`src/logic/sha_hub_macros.svh`:
```
`ifndef SHA_HUB_MACROS_SVH
`define SHA_HUB_MACROS_SVH

// ------------------------------
// bus offsets, 20-bit decoded field
// ------------------------------
`define SHA_OFS_CTRL        20'h00000  // global control, enable in bit 0
`define SHA_OFS_STATUS      20'h00004  // global status
`define SHA_OFS_VERSION     20'h0000C  // version word, read only
`define SHA_OFS_SHA_CTRL    20'h00100  // sha-256 control flags
`define SHA_OFS_SHA_STATUS  20'h00104  // sha-256 status
`define SHA_OFS_PUSH        20'h0010C  // message word push, write only
`define SHA_OFS_HASH_BASE   20'h00110  // 8 digest words up to 0x12c

// version word, YYMMDDss layout
`define SHA_VERSION         32'h24060301

// ------------------------------
// sizes
// ------------------------------
// block fifo capacity in 512-bit blocks
// 8 entries of 64 bits per block, keep the product a power of two
`define SHA_FIFO_BLOCKS     2

// compression rounds per block
`define SHA_ROUNDS          64

`endif

```
`src/logic/sha_hub_pkg.sv`:
```
`default_nettype none

package sha_hub_pkg;

  // ------------------------------
  // bit positions
  // ------------------------------
  localparam int CTRL_ENABLE_BIT    = 0;  // global control register
  localparam int STAT_ACTIVATED_BIT = 0;  // global status register
  localparam int STAT_SHA_EN_BIT    = 4;

  // sha-256 control register, flags clear themselves
  typedef struct packed {
    logic [28:0] rsvd;
    logic        finalize;  // bit 2, flush a half filled entry
    logic        start;     // bit 1, pop one block into the engine
    logic        reset;     // bit 0, restart the hash chain
  } sha_ctrl_t;

  // sha-256 status register
  typedef struct packed {
    logic [24:0] rsvd_hi;
    logic        full;         // bit 6
    logic        almost_full;  // bit 5
    logic        empty;        // bit 4, no whole block stored
    logic [1:0]  rsvd_lo;
    logic        hash_valid;   // bit 1
    logic        ready;        // bit 0
  } sha_status_t;

  // ------------------------------
  // system bus
  // ------------------------------
  typedef struct packed {
    logic [31:0] addr;
    logic [31:0] wdata;
    logic [3:0]  sel;    // byte lanes
    logic        wen;    // one cycle pulse
    logic        ren;    // one cycle pulse
  } sys_req_t;

  typedef struct packed {
    logic [31:0] rdata;
    logic        err;
    logic        ack;
  } sys_rsp_t;

  typedef struct packed {
    logic full;
    logic almost_full;
    logic empty;
  } fifo_flags_t;

  // word k is H_k, word 0 is the first digest word
  typedef logic [7:0][31:0] digest_t;

endpackage

`default_nettype wire

```
`src/logic/sha256_core.sv`:
```
`timescale 1ns/10ps
`default_nettype none
`include "sha_hub_macros.svh"

module sha256_core (
  input  logic                 clk_100mhz,
  input  logic                 rstn_i,
  input  logic                 en_i,          // low reloads IV
  input  logic                 start_i,
  input  logic [511:0]         block_i,       // word i at bits 32i
  output logic                 ready_o,
  output logic                 hash_valid_o,
  output sha_hub_pkg::digest_t digest_o
);

  localparam int RND_W = $clog2(`SHA_ROUNDS);
  localparam logic [RND_W-1:0] RND_LAST = RND_W'(`SHA_ROUNDS - 1);

  // fips 180-4 initial hash, H7 down to H0
  localparam sha_hub_pkg::digest_t H_INIT = {
    32'h5be0cd19, 32'h1f83d9ab, 32'h9b05688c, 32'h510e527f,
    32'ha54ff53a, 32'h3c6ef372, 32'hbb67ae85, 32'h6a09e667
  };

  // round constants, K[0] first
  localparam logic [0:63][31:0] K = {
    32'h428a2f98, 32'h71374491, 32'hb5c0fbcf, 32'he9b5dba5, 32'h3956c25b, 32'h59f111f1,
    32'h923f82a4, 32'hab1c5ed5, 32'hd807aa98, 32'h12835b01, 32'h243185be, 32'h550c7dc3,
    32'h72be5d74, 32'h80deb1fe, 32'h9bdc06a7, 32'hc19bf174, 32'he49b69c1, 32'hefbe4786,
    32'h0fc19dc6, 32'h240ca1cc, 32'h2de92c6f, 32'h4a7484aa, 32'h5cb0a9dc, 32'h76f988da,
    32'h983e5152, 32'ha831c66d, 32'hb00327c8, 32'hbf597fc7, 32'hc6e00bf3, 32'hd5a79147,
    32'h06ca6351, 32'h14292967, 32'h27b70a85, 32'h2e1b2138, 32'h4d2c6dfc, 32'h53380d13,
    32'h650a7354, 32'h766a0abb, 32'h81c2c92e, 32'h92722c85, 32'ha2bfe8a1, 32'ha81a664b,
    32'hc24b8b70, 32'hc76c51a3, 32'hd192e819, 32'hd6990624, 32'hf40e3585, 32'h106aa070,
    32'h19a4c116, 32'h1e376c08, 32'h2748774c, 32'h34b0bcb5, 32'h391c0cb3, 32'h4ed8aa4a,
    32'h5b9cca4f, 32'h682e6ff3, 32'h748f82ee, 32'h78a5636f, 32'h84c87814, 32'h8cc70208,
    32'h90befffa, 32'ha4506ceb, 32'hbef9a3f7, 32'hc67178f2
  };

  typedef enum logic [1:0] {
    ST_IDLE,  // waiting for start
    ST_RUN,   // one round per cycle
    ST_ADD    // fold into H
  } state_t;

  // ------------------------------
  // sigma functions
  // ------------------------------
  function automatic logic [31:0] rotr(input logic [31:0] x, input int n);
    return (x >> n) | (x << (32 - n));
  endfunction

  function automatic logic [31:0] big_s0(input logic [31:0] x);
    return rotr(x, 2) ^ rotr(x, 13) ^ rotr(x, 22);
  endfunction

  function automatic logic [31:0] big_s1(input logic [31:0] x);
    return rotr(x, 6) ^ rotr(x, 11) ^ rotr(x, 25);
  endfunction

  function automatic logic [31:0] small_s0(input logic [31:0] x);
    return rotr(x, 7) ^ rotr(x, 18) ^ (x >> 3);
  endfunction

  function automatic logic [31:0] small_s1(input logic [31:0] x);
    return rotr(x, 17) ^ rotr(x, 19) ^ (x >> 10);
  endfunction

  state_t               state_r;
  logic [RND_W-1:0]     rnd_r;
  logic                 hash_valid_r;
  sha_hub_pkg::digest_t h_r;       // chaining state
  logic [15:0][31:0]    w_r;       // w_r[0] is W[t]
  logic [31:0]          a_r, b_r, c_r, d_r, e_r, f_r, g_r, hh_r;
  logic [31:0]          w_next;
  logic [31:0]          t1;
  logic [31:0]          t2;

  // W[t+16] from W[t+14], W[t+9], W[t+1], W[t]
  assign w_next = small_s1(w_r[14]) + w_r[9] + small_s0(w_r[1]) + w_r[0];

  assign t1 = hh_r + big_s1(e_r) + ((e_r & f_r) ^ (~e_r & g_r)) + K[rnd_r] + w_r[0];
  assign t2 = big_s0(a_r) + ((a_r & b_r) ^ (a_r & c_r) ^ (b_r & c_r));  // maj

  // ------------------------------
  // control and chaining
  // ------------------------------
  always_ff @(posedge clk_100mhz) begin
    if (!rstn_i || !en_i) begin
      state_r      <= ST_IDLE;
      rnd_r        <= '0;
      hash_valid_r <= 1'b0;
      h_r          <= H_INIT;
    end else begin
      case (state_r)
        ST_IDLE: begin
          if (start_i) begin
            state_r      <= ST_RUN;
            rnd_r        <= '0;
            hash_valid_r <= 1'b0;  // old digest no longer current
          end
        end
        ST_RUN: begin
          rnd_r <= rnd_r + 1'b1;
          if (rnd_r == RND_LAST) state_r <= ST_ADD;
        end
        ST_ADD: begin
          h_r[0] <= h_r[0] + a_r;
          h_r[1] <= h_r[1] + b_r;
          h_r[2] <= h_r[2] + c_r;
          h_r[3] <= h_r[3] + d_r;
          h_r[4] <= h_r[4] + e_r;
          h_r[5] <= h_r[5] + f_r;
          h_r[6] <= h_r[6] + g_r;
          h_r[7] <= h_r[7] + hh_r;
          hash_valid_r <= 1'b1;
          state_r      <= ST_IDLE;
        end
        default: state_r <= ST_IDLE;
      endcase
    end
  end

  // ------------------------------
  // working variables and schedule
  // ------------------------------
  always_ff @(posedge clk_100mhz) begin
    if (state_r == ST_IDLE && start_i) begin
      w_r  <= block_i;  // latch block, W[0..15]
      a_r  <= h_r[0];
      b_r  <= h_r[1];
      c_r  <= h_r[2];
      d_r  <= h_r[3];
      e_r  <= h_r[4];
      f_r  <= h_r[5];
      g_r  <= h_r[6];
      hh_r <= h_r[7];
    end else if (state_r == ST_RUN) begin
      w_r  <= {w_next, w_r[15:1]};  // shift toward w_r[0]
      hh_r <= g_r;
      g_r  <= f_r;
      f_r  <= e_r;
      e_r  <= d_r + t1;
      d_r  <= c_r;
      c_r  <= b_r;
      b_r  <= a_r;
      a_r  <= t1 + t2;
    end
  end

  assign ready_o      = (state_r == ST_IDLE);
  assign hash_valid_o = hash_valid_r;
  assign digest_o     = h_r;

endmodule

`default_nettype wire

```
`src/logic/sha_block_fifo.sv`:
```
`timescale 1ns/10ps
`default_nettype none
`include "sha_hub_macros.svh"

module sha_block_fifo (
  input  logic                     clk_100mhz,
  input  logic                     rstn_i,
  input  logic                     clear_i,      // sync flush
  input  logic [63:0]              push_data_i,
  input  logic                     push_wr_i,
  input  logic                     block_rd_i,   // drops 8 entries
  output logic [511:0]             block_o,
  output sha_hub_pkg::fifo_flags_t flags_o
);

  localparam int DEPTH = `SHA_FIFO_BLOCKS * 8;
  localparam int PTR_W = $clog2(DEPTH);

  localparam logic [PTR_W:0] CNT_FULL  = (PTR_W+1)'(DEPTH);
  localparam logic [PTR_W:0] CNT_AFULL = (PTR_W+1)'(DEPTH - 1);  // one slot free
  localparam logic [PTR_W:0] CNT_BLOCK = (PTR_W+1)'(8);

  logic [63:0]      mem_r [DEPTH];
  logic [PTR_W-1:0] wr_ptr_r;
  logic [PTR_W-1:0] rd_ptr_r;
  logic [PTR_W:0]   count_r;  // entries stored
  logic             wr_ok;
  logic             rd_ok;

  assign wr_ok = push_wr_i && (count_r != CNT_FULL);  // drop when full
  assign rd_ok = block_rd_i && (count_r >= CNT_BLOCK);

  // ------------------------------
  // pointers and count
  // ------------------------------
  always_ff @(posedge clk_100mhz) begin
    if (!rstn_i || clear_i) begin
      wr_ptr_r <= '0;
      rd_ptr_r <= '0;
      count_r  <= '0;
    end else begin
      if (wr_ok) wr_ptr_r <= wr_ptr_r + 1'b1;
      if (rd_ok) rd_ptr_r <= rd_ptr_r + PTR_W'(8);  // whole block
      count_r <= count_r + {{PTR_W{1'b0}}, wr_ok} - (rd_ok ? CNT_BLOCK : '0);
    end
  end

  // storage
  always_ff @(posedge clk_100mhz) begin
    if (wr_ok) mem_r[wr_ptr_r] <= push_data_i;
  end

  // oldest 8 entries, entry j carries words 2j and 2j+1
  always_comb begin
    logic [PTR_W-1:0] idx;
    idx = '0;
    for (int j = 0; j < 8; j++) begin
      idx = rd_ptr_r + PTR_W'(j);  // wraps in the ring
      block_o[64*j +: 64] = mem_r[idx];
    end
  end

  // ------------------------------
  // flags
  // ------------------------------
  assign flags_o.full        = (count_r == CNT_FULL);
  assign flags_o.almost_full = (count_r == CNT_AFULL);
  assign flags_o.empty       = (count_r < CNT_BLOCK);  // partial block does not count

endmodule

`default_nettype wire

```
`src/logic/sha_bus_regs.sv`:
```
`timescale 1ns/10ps
`default_nettype none
`include "sha_hub_macros.svh"

module sha_bus_regs (
  input  logic                     clk_100mhz,
  input  logic                     rstn_i,
  input  sha_hub_pkg::sys_req_t    sys_req_i,
  output sha_hub_pkg::sys_rsp_t    sys_rsp_o,
  output logic                     activated_o,
  output logic                     sha_en_o,
  output logic [63:0]              push_data_o,
  output logic                     push_wr_o,
  output logic                     block_rd_o,
  input  sha_hub_pkg::fifo_flags_t fifo_flags_i,
  input  logic                     ready_i,
  input  logic                     hash_valid_i,
  input  sha_hub_pkg::digest_t     digest_i
);

  // byte lane merge for writable registers
  function automatic logic [31:0] merge_bytes(input logic [31:0] old_v,
                                              input logic [31:0] new_v,
                                              input logic [3:0]  sel);
    logic [31:0] res;
    res = old_v;
    for (int b = 0; b < 4; b++) begin
      if (sel[b]) res[8*b +: 8] = new_v[8*b +: 8];
    end
    return res;
  endfunction

  logic [31:0]             ctrl_r;       // global control
  sha_hub_pkg::sha_ctrl_t  sha_ctrl_r;   // flags live for one cycle
  sha_hub_pkg::sha_ctrl_t  sha_ctrl_wr;  // merged write value
  logic                    sha_en;
  logic [19:0]             ofs;
  logic                    push_wen;
  logic                    push_hi_r;    // next push fills the high half
  logic [63:0]             push_data_r;
  logic                    push_wr_r;
  logic                    flush_w;
  logic                    hash_valid_d;
  sha_hub_pkg::digest_t    hash_r;
  logic [19:0]             hash_ofs;
  logic                    hash_hit;
  logic [31:0]             status_w;
  sha_hub_pkg::sha_status_t sha_status_w;
  logic [31:0]             rd_mux;
  sha_hub_pkg::sys_rsp_t   rsp_r;

  assign ofs         = sys_req_i.addr[19:0];
  assign push_wen    = sys_req_i.wen && (ofs == `SHA_OFS_PUSH);
  assign sha_ctrl_wr = merge_bytes(sha_ctrl_r, sys_req_i.wdata, sys_req_i.sel);
  assign sha_en      = ctrl_r[sha_hub_pkg::CTRL_ENABLE_BIT] & ~sha_ctrl_r.reset;
  assign flush_w     = sha_ctrl_r.finalize & push_hi_r;  // odd word count left over

  // ------------------------------
  // register writes
  // ------------------------------
  always_ff @(posedge clk_100mhz) begin
    if (!rstn_i) begin
      ctrl_r     <= '0;
      sha_ctrl_r <= '0;
      push_hi_r  <= 1'b0;
      push_wr_r  <= 1'b0;
    end else begin
      sha_ctrl_r.reset    <= 1'b0;  // one-shot flags
      sha_ctrl_r.start    <= 1'b0;
      sha_ctrl_r.finalize <= 1'b0;
      push_wr_r           <= 1'b0;
      if (flush_w) begin
        push_wr_r <= 1'b1;  // entry goes out with zero upper word
        push_hi_r <= 1'b0;
      end
      if (sys_req_i.wen) begin
        case (ofs)
          `SHA_OFS_CTRL: ctrl_r <= merge_bytes(ctrl_r, sys_req_i.wdata, sys_req_i.sel);
          `SHA_OFS_SHA_CTRL: begin
            sha_ctrl_r <= sha_ctrl_wr;
            if (sha_ctrl_wr.reset || sha_ctrl_wr.start) push_hi_r <= 1'b0;
          end
          `SHA_OFS_PUSH: begin
            push_hi_r <= ~push_hi_r;
            push_wr_r <= push_hi_r;  // pair complete
          end
          default: ;  // unmapped, ignored
        endcase
      end
    end
  end

  // word pairing data, low half first
  always_ff @(posedge clk_100mhz) begin
    if (flush_w) push_data_r[63:32] <= '0;
    if (push_wen && !push_hi_r) push_data_r[31:0] <= sys_req_i.wdata;
    if (push_wen && push_hi_r) push_data_r[63:32] <= sys_req_i.wdata;
  end

  // ------------------------------
  // digest capture on rising hash_valid
  // ------------------------------
  always_ff @(posedge clk_100mhz) begin
    if (!rstn_i || !sha_en) hash_valid_d <= 1'b0;
    else                    hash_valid_d <= hash_valid_i;
  end

  always_ff @(posedge clk_100mhz) begin
    if (hash_valid_i && !hash_valid_d) hash_r <= digest_i;
  end

  // ------------------------------
  // read back
  // ------------------------------
  assign hash_ofs = ofs - `SHA_OFS_HASH_BASE;  // wraps high below the base
  assign hash_hit = (hash_ofs[19:5] == '0) && (hash_ofs[1:0] == 2'b00);

  always_comb begin
    status_w = '0;
    status_w[sha_hub_pkg::STAT_ACTIVATED_BIT] = ctrl_r[sha_hub_pkg::CTRL_ENABLE_BIT];
    status_w[sha_hub_pkg::STAT_SHA_EN_BIT]    = sha_en;
  end

  always_comb begin
    sha_status_w             = '0;
    sha_status_w.full        = fifo_flags_i.full;
    sha_status_w.almost_full = fifo_flags_i.almost_full;
    sha_status_w.empty       = fifo_flags_i.empty;
    sha_status_w.hash_valid  = hash_valid_i;
    sha_status_w.ready       = ready_i;
  end

  always_comb begin
    rd_mux = '0;
    case (ofs)
      `SHA_OFS_CTRL:       rd_mux = ctrl_r;
      `SHA_OFS_STATUS:     rd_mux = status_w;
      `SHA_OFS_VERSION:    rd_mux = `SHA_VERSION;
      `SHA_OFS_SHA_CTRL:   rd_mux = sha_ctrl_r;
      `SHA_OFS_SHA_STATUS: rd_mux = sha_status_w;
      default: begin
        if (hash_hit) rd_mux = hash_r[3'd7 - hash_ofs[4:2]];  // 0x12c holds H0
      end
    endcase
  end

  always_ff @(posedge clk_100mhz) begin
    if (!rstn_i) begin
      rsp_r <= '0;
    end else begin
      rsp_r.ack <= sys_req_i.wen | sys_req_i.ren;  // every access acked
      rsp_r.err <= 1'b0;
      if (sys_req_i.ren) rsp_r.rdata <= rd_mux;
    end
  end

  assign sys_rsp_o   = rsp_r;
  assign activated_o = ctrl_r[sha_hub_pkg::CTRL_ENABLE_BIT];
  assign sha_en_o    = sha_en;
  assign push_data_o = push_data_r;
  assign push_wr_o   = push_wr_r;
  // pop only when the engine and a whole block are there
  assign block_rd_o  = sha_ctrl_r.start & ready_i & ~fifo_flags_i.empty & sha_en;

endmodule

`default_nettype wire

```
`src/logic/sha_hub_top.sv`:
```
`timescale 1ns/10ps
`default_nettype none

module sha_hub_top (
  input  logic                  clk_100mhz,
  input  logic                  rstn_i,
  input  sha_hub_pkg::sys_req_t sys_req_i,
  output sha_hub_pkg::sys_rsp_t sys_rsp_o,
  output logic                  activated_o
);

  // ------------------------------
  // internal wiring
  // ------------------------------
  logic                     sha_en;
  logic [63:0]              push_data;   // paired words
  logic                     push_wr;
  logic                     block_rd;    // gated start
  logic [511:0]             block;
  sha_hub_pkg::fifo_flags_t fifo_flags;
  logic                     ready;
  logic                     hash_valid;
  sha_hub_pkg::digest_t     digest;

  sha_bus_regs sha_bus_regs_i (
    .clk_100mhz   (clk_100mhz),
    .rstn_i       (rstn_i),
    .sys_req_i    (sys_req_i),
    .sys_rsp_o    (sys_rsp_o),
    .activated_o  (activated_o),
    .sha_en_o     (sha_en),
    .push_data_o  (push_data),
    .push_wr_o    (push_wr),
    .block_rd_o   (block_rd),
    .fifo_flags_i (fifo_flags),
    .ready_i      (ready),
    .hash_valid_i (hash_valid),
    .digest_i     (digest)
  );

  sha_block_fifo sha_block_fifo_i (
    .clk_100mhz  (clk_100mhz),
    .rstn_i      (rstn_i),
    .clear_i     (~sha_en),     // flush while disabled
    .push_data_i (push_data),
    .push_wr_i   (push_wr),
    .block_rd_i  (block_rd),
    .block_o     (block),
    .flags_o     (fifo_flags)
  );

  sha256_core sha256_core_i (
    .clk_100mhz   (clk_100mhz),
    .rstn_i       (rstn_i),
    .en_i         (sha_en),
    .start_i      (block_rd),
    .block_i      (block),
    .ready_o      (ready),
    .hash_valid_o (hash_valid),
    .digest_o     (digest)
  );

endmodule

`default_nettype wire

```
`config.mk`:
```
export PLATFORM = sky130hd
export DESIGN_NAME = sha_hub_top
export DESIGN_NICKNAME = d
export VERILOG_FILES = /design/src/logic/sha_hub_pkg.sv /design/src/logic/sha256_core.sv /design/src/logic/sha_block_fifo.sv /design/src/logic/sha_bus_regs.sv /design/src/logic/sha_hub_top.sv
export VERILOG_INCLUDE_DIRS = /design/src /design/src/logic
export SDC_FILE = /design/constraint.sdc
export NUM_CORES = 2
export LEC_CHECK = 0
export ABC_AREA = 1
export BUFFER_PORTS_ARGS = -buffer_cell sky130_fd_sc_hd__buf_2
export CAP_MARGIN = 30
export CELL_PAD_IN_SITES_DETAIL_PLACEMENT = 1
export CELL_PAD_IN_SITES_GLOBAL_PLACEMENT = 1
export CORE_ASPECT_RATIO = 0.9
export CORE_MARGIN = 4
export CORE_UTILIZATION = 40
export DETAILED_ROUTE_END_ITERATION = 12
export PLACE_DENSITY_LB_ADDON = 0.1
export SYNTH_ARGS = -nofsm -noshare
export SYNTH_HDL_FRONTEND = slang
export SYNTH_SLANG_ARGS = --single-unit
```
`constraint.sdc`:
```
create_clock -name clk_100mhz -period 28.3 [get_ports clk_100mhz]
set_clock_uncertainty 0.2 [all_clocks]
set_input_delay 4.245 -clock clk_100mhz [delete_from_list [all_inputs] [get_ports clk_100mhz]]
set_output_delay 4.245 -clock clk_100mhz [all_outputs]
set_load 0.005 [all_outputs]
```
## Word-level counts from Yosys, hierarchy flattened

Memory sizes are Yosys's and may differ from the RTL's. A register that Yosys moved wholly into a read port is not among the register bits.
Index checks and enable logic that the tools add are counted.

| cells by class | value |
|---|---|
| magnitude comparators | 4 |
| bitwise logic cells | 38 |
| eq/ne operators | 13 |
| reductions and logical operators | 35 |
| $add $sub $neg | 32 |
| mux-type cells | 46 |

Operators with widths:

| kind | number |
|---|---|
| $mux W512 | 2 |
| $mux W32 | 22 |
| $add A32 B32 Y32 | 18 |
| $xor A32 B32 Y32 | 9 |
| $and A32 B32 Y32 | 5 |
| $pmux W32 S5 | 1 |
| $bmux W32 S3 | 1 |
| $eq A20 B9 Y1 const B | 3 |
| $not A32 Y32 | 1 |
| $or A10 B32 Y32 | 1 |
| $or A13 B32 Y32 | 1 |
| $or A14 B32 Y32 | 1 |
| $or A15 B32 Y32 | 1 |
| $or A19 B32 Y32 | 1 |
| $or A21 B32 Y32 | 1 |
| $or A25 B32 Y32 | 1 |
| $or A26 B32 Y32 | 1 |
| $or A30 B32 Y32 | 1 |
| $or A7 B32 Y32 | 1 |
| $xor A32 B22 Y32 | 1 |
| $xor A32 B29 Y32 | 1 |
| $reduce_and A3 Y1 | 9 |
| $eq A20 B3 Y1 const B | 1 |
| $eq A20 B4 Y1 const B | 1 |
| 39 further kinds | 83 |

| word-level totals | value |
|---|---|
| memories kept | 2 |
| bits of input ports | 72 |
| register bits | 1466 |
| bits in writable memories | 1024 |
| ROM bits | 2048 |

Memories:

| memory | depth | bits a word | rd ports | clocked after Yosys merged registers in | write ports | RTL line | text |
|---|---|---|---|---|---|---|---|
| (name not given) | 64 | 32 | 1 | 0 | 0 | sha256_core.sv:82 | `assign t1 = hh_r + big_s1(e_r) + ((e_r & f_r) ^ (~e_r & g_r)) + K[rnd_r] + w_r[0];` |
| sha_block_fifo_i.mem_r | 16 | 64 | 8 | 1 | 1 | sha_block_fifo.sv:23 | `logic [63:0] mem_r [DEPTH];` |

## Logic depth before layout (Yosys ltp)

| logic depth | value |
|---|---|
| depth after elaboration | 10 |
| mapped depth | 43 |
| mapped depth without buffers | 42 |

## Hierarchy

A second synthesis with hierarchy kept.

| unflattened totals | value |
|---|---|
| cell total of the unflattened synthesis | 13705 |
| area total of the unflattened synthesis | 128348.1 µm² |

Modules (own cells, without submodules):

| module | cells an instance | times used | sequential area each (µm²) | area an instance (µm²) |
|---|---|---|---|---|
| sha256_core | 9428 | 1 | 28367.2 | 73013.8 |
| sha_block_fifo | 2644 | 1 | 30969.7 | 38042.7 |
| sha_bus_regs | 1632 | 1 | 11611.1 | 17287.8 |
| sha_hub_top | 1 | 1 | 0.0 | 3.8 |

## Least setup slack after synthesis

Ideal clock, no wire load.

| timing path | value |
|---|---|
| path kind | register to register |
| start | reg sha_bus_regs_i.ctrl_r[0] |
| end | reg sha256_core_i.a_r[0], enable pin |
| path slack | 11110 ps |
| setup time | 1107 ps |
| data arrival time | 15883 ps |
| clock period less this slack | 17190 ps |
| cell stages (with the launch flop) | 10 |
| path through | dfxtp_1 > inv_1 > nor2_1 > inv_1 > nor2_1 > nand2_1 > inv_2 > buf_2 > nor2_1 > inv_1 |

| between the ends | value |
|---|---|
| word-level cells in the longest chain between the ends | 4 |

RTL lines:

| item | RTL line | text |
|---|---|---|
| from (decl) | sha_bus_regs.sv:33 | `logic [31:0] ctrl_r;` |
| from (signal assigned) | sha_bus_regs.sv:78 | `` `SHA_OFS_CTRL: ctrl_r <= merge_bytes(ctrl_r, sys_req_i.wdata, sys_req_i.sel); `` |
| $and A1 B1 Y1 | sha_bus_regs.sv:55 | `assign sha_en = ctrl_r[sha_hub_pkg::CTRL_ENABLE_BIT] & ~sha_ctrl_r.reset;` |
| $and A1 B1 Y1 | sha_bus_regs.sv:163 | `assign block_rd_o = sha_ctrl_r.start & ready_i & ~fifo_flags_i.empty & sha_en;` |
| $logic_and A1 B1 Y1 | sha256_core.sv:128 | `if (state_r == ST_IDLE && start_i) begin` |
| $reduce_bool A2 Y1 (no source line) | n/a |  |
| to (signal assigned) | sha256_core.sv:130 | `a_r <= h_r[0];` |
| to (signal assigned) | sha256_core.sv:147 | `a_r <= t1 + t2;` |
| to (decl) | sha256_core.sv:74 | `logic [31:0] a_r, b_r, c_r, d_r, e_r, f_r, g_r, hh_r;` |

Every way passes these cells.
A chain may end at the register's enable or synchronous reset.

## Worst setup path after layout

| timing path | value |
|---|---|
| start | reg sha256_core_i.rnd_r[1] |
| end | reg sha256_core_i.a_r[26] (data pin) |

| between the ends | value |
|---|---|
| word-level cells in the longest chain between the ends | 9 |

RTL lines:

| item | RTL line | text |
|---|---|---|
| from (decl) | sha256_core.sv:70 | `logic [RND_W-1:0] rnd_r;` |
| from (signal assigned) | sha256_core.sv:104 | `rnd_r <= rnd_r + 1'b1;` |
| $not A6 Y7 (not written as such) | sha256_core.sv:82 |  |
| $mem_v2 Z64 W32 | n/a |  |
| $mux W32 (not written as such) (2 in a row) | sha256_core.sv:82 |  |
| $add A32 B32 Y32 (2 in a row) | sha256_core.sv:82 |  |
| $add A32 B32 Y32 | sha256_core.sv:147 |  |
| $mux W32 | sha256_core.sv:138 | `end else if (state_r == ST_RUN) begin` |
| $mux W32 | sha256_core.sv:128 |  |

Every way passes these cells. The select of a mux whose other input is x is not followed.

==> impl_metrics.yaml <==
global_route:
  grt-ovfl-total: 0
  antenna_found_initial: 24
  grt_pass1_wl_um: 710000
  grt_max_degree: 230
  grt_use_total_pct: 30.4
  grt_pass1_vias: 97490
floorplan:
  row_count: 194
  fp.dieArea_um2: 321000
  initial_core_util_pct: 40.2
  chipWidth_um: 597
  ioPinCount: 107
  die_h_um: 538
  core-area_um2: 310000
placed_design:
  gp_congestion: 0.971
  dp_hpwl_um: 359000
  post_dp_cell_area_um2: 130000
  dpl_worst_slack_ns: 17.84
  dp_cells: 16440
  port_buffers: 93
run:
  cap_violations: 0
clock_network:
  cts_tree: "built"
  clk_pin_slew_worst_paths_ns: 0.06
  clock-root-buffer: "clkbuf_16"
  clkLatencyLatePin_ns: 0.94
  cts_buffers: 285
  post_cts_buffers: 0
  cts_resized: 0
  holdBufCountCts: 0
  clock-sinks: 2488
  cts_buffer_depth: 4
  h-tree-depth: 5
power:
  power.internal_mw: 6.03
  power.leakage_nw: 52.4
  p_sw_mw: 1.68
  power_density_nw_per_um2: 55.3
  p_sw_share_pct: 21.8
  seqPwrFrac_pct: 50.9
  fin_total_pwr_mw: 7.70
  clkPwrFrac_pct: 48.0
  peakVddDrop_mv: 0.0560
  comb_power_share_pct: 1.1
route:
  wire_per_inst_um: 29.4
  vias: 96926
  viasPerCell: 5.71
  firstDrtPassIters: 7
  postRouteAntennaNets: 0
  routed_wl_um: 499000
  drc: 0
  drtIter0Drc: 8893
worst_setup_path:
  critPathSlowestCell: "xor2_1"
  critPathBufInv: 7
  cp.required_ns: 28.71
  slowest_delay_ns: 0.81
  end_kind: "flop"
  crit_path_start_kind: "flop"
  cp_max_fo: 17
  crit_type: "flop to flop"
  critical_path_arrival_ns: 11.21
  cp_top_family: "compound AO/OA/AOI/OAI gates"
synth:
  syn_area_um2: 125000
  async_flop_share_pct: 0
  synth_top_family_by_area: "simple AND/OR/NAND/NOR gates"
  synthMuxAreaShare_pct: 0.0913
  synth_fp_nets: 13280
  yosysSeqAreaShare_pct: 56.9
  synth_fa_ha_area_share_pct: 7.39
  syn_inst: 12608
  synth_compound_area_share_pct: 12.8
  ys_types: 69
  synthXorXnorAreaFrac_pct: 2.70
  syn-mean-instance-area_um2: 9.89
  ys_seq_elements: 2488
  synthFlopType: "edfxtp_1"
  synth_warnings: 0
  synth_edf_count: 2112
  synth-simple-area-share_pct: 14.7
cells_and_area:
  drive_gt1_share_pct: 6.36
  final_cells: 16969
  fin_util_pct: 44.8
  syn_to_final_growth_pct: 11.7
  finish.instance_area_um2: 139000
  fin_nets: 13292
  fill_cells: 34153
sta:
  grt_setup_unrepaired: "false"
  slew_violations: 0
  fin_ws_ns: 17.49
  fin_crit_sh_pct: 38.2
  setup_viol: 0
  tns_ns: 0
  finalHoldViolations: 0
  fin_crit_ns: 10.81
  tightest_slew_ns: 1.23
  relSlewSlack_pct: 17.8
  fmax_mhz: 92.5
  holdWs_ns: 0.249
worst_hold_path:
  hold_class: "flop to flop"
outcome:
  status: "finished, final reports clean"
state kept, by name, summed over array words and instances (netlist names), 2 cells and up, named ones only:
| signal | cells |
|---|---|
| sha256_core_i.a_r | 32 |
| sha256_core_i.b_r | 32 |
| sha256_core_i.c_r | 32 |
| sha256_core_i.d_r | 32 |
| sha256_core_i.digest_o | 256 |
| sha256_core_i.e_r | 32 |
| sha256_core_i.f_r | 32 |
| sha256_core_i.g_r | 32 |
| sha256_core_i.hh_r | 32 |
| sha256_core_i.rnd_r | 6 |
| sha256_core_i.state_r | 2 |
| sha256_core_i.w_r | 512 |
| sha_block_fifo_i.count_r | 5 |
| sha_block_fifo_i.mem_r | 1024 |
| sha_block_fifo_i.wr_ptr_r | 4 |
| sha_bus_regs_i.ctrl_r | 32 |
| sha_bus_regs_i.hash_r | 256 |
| sha_bus_regs_i.push_data_o | 64 |
| sha_bus_regs_i.sha_ctrl_r | 32 |
| sha_bus_regs_i.sys_rsp_o | 33 |
cells in the final DEF (no fill, tap or decap), types with 107 or more instances in the layout:
cell       count
nand2_1     2861
edfxtp_1    2112
inv_1       1221
nor2_1      1028
o21ai_0      884
a21oi_1      813
a31oi_1      532
ha_1         405
dfxtp_1      372
nand3_1      345
clkbuf_16    287
xor2_1       222
fa_1         195
xnor2_1      162
buf_4        156
nor3_1       107
tightest hold or removal path: stages (launching register included):
cell and delay [ns]:
dfxtp_1 0.31, inv_1 0.05, a21oi_1 0.05
layout make-up:
cell class	count	area (µm²)	share of cell area (%)
Sequential cell	2488	71000	51.0
Tap cell	4116	5150	3.70
Clock buffer	366	7600	5.46
Multi-Input combinational cell	8342	47200	33.9
Antenna cell	4	10.0	0.00719
Clock inverter	150	1620	1.17
Timing Repair Buffer	270	2060	1.48
Inverter	1233	4670	3.35
cells in the mapped netlist (34+ instances only):
cell          n  area, µm²
nand2_1    2863      10700
edfxtp_1   2112      63400
inv_1      1223       4590
nor2_1     1048       3930
o21ai_0     884       4420
a21oi_1     813       4070
a31oi_1     538       3370
clkbuf_1    419       1570
ha_1        405       5070
dfxtp_1     376       7530
nand3_1     345       1730
xor2_1      222       1940
fa_1        195       3900
xnor2_1     162       1420
nor3_1      107        536
o221ai_1     86        753
nand4_1      75        469
buf_2        74        370
o21bai_1     67        503
a21o_1       62        465
or2_2        62        388
buf_1        48        180
o211ai_1     47        353
a221oi_1     45        394
o2111ai_1    37        324
nor4_1       34        213
cells by family after synthesis:
kind of cell,after synthesis
DFF,2488
xor gates and xnor gates,384
AOI/OAI and AO/OA,2748
buffers and inverters,1778
adders and majority gates,624
other,1
and+or+nand+nor,4574
muxes,11
layer usage:
layer	up-vias	routed length, µm	track usage, %
met3	655	26500	3.62
met2	2822	230000	48.9
met5	-	74	0
met4	10	21600	11.6
li1	43668	-	-
met1	49771	221000	42.2
power by group through the flow:
stage / Combinational [mW] / Clock [mW] / Sequential [mW]
global placement: 0.0825 / 0 / 4.00
finish: 0.0837 / 3.70 / 3.92
floorplan: 0.0285 / 0 / 4.00
global route: 0.0862 / 3.92 / 3.92
CTS: 0.0845 / 3.77 / 3.92
detailed placement: 0.0842 / 0 / 4.00
worst paths after layout:
| check | from | end | slack, ns | cells past startpoint |
|---|---|---|---|---|
| max | sha256_core_i.rnd_r[1] | sha256_core_i.a_r[26] | 17.49 | 35 |
| min | sha_bus_regs_i.ctrl_r[28] | sha_bus_regs_i.ctrl_r[28] | 0.25 | 2 |
| max reg2reg | sha256_core_i.rnd_r[1] | sha256_core_i.a_r[26] | 17.49 | 35 |
| min reg2reg | sha_bus_regs_i.ctrl_r[28] | sha_bus_regs_i.ctrl_r[28] | 0.25 | 2 |
Note: power is estimated with default switching activity, not from simulation.
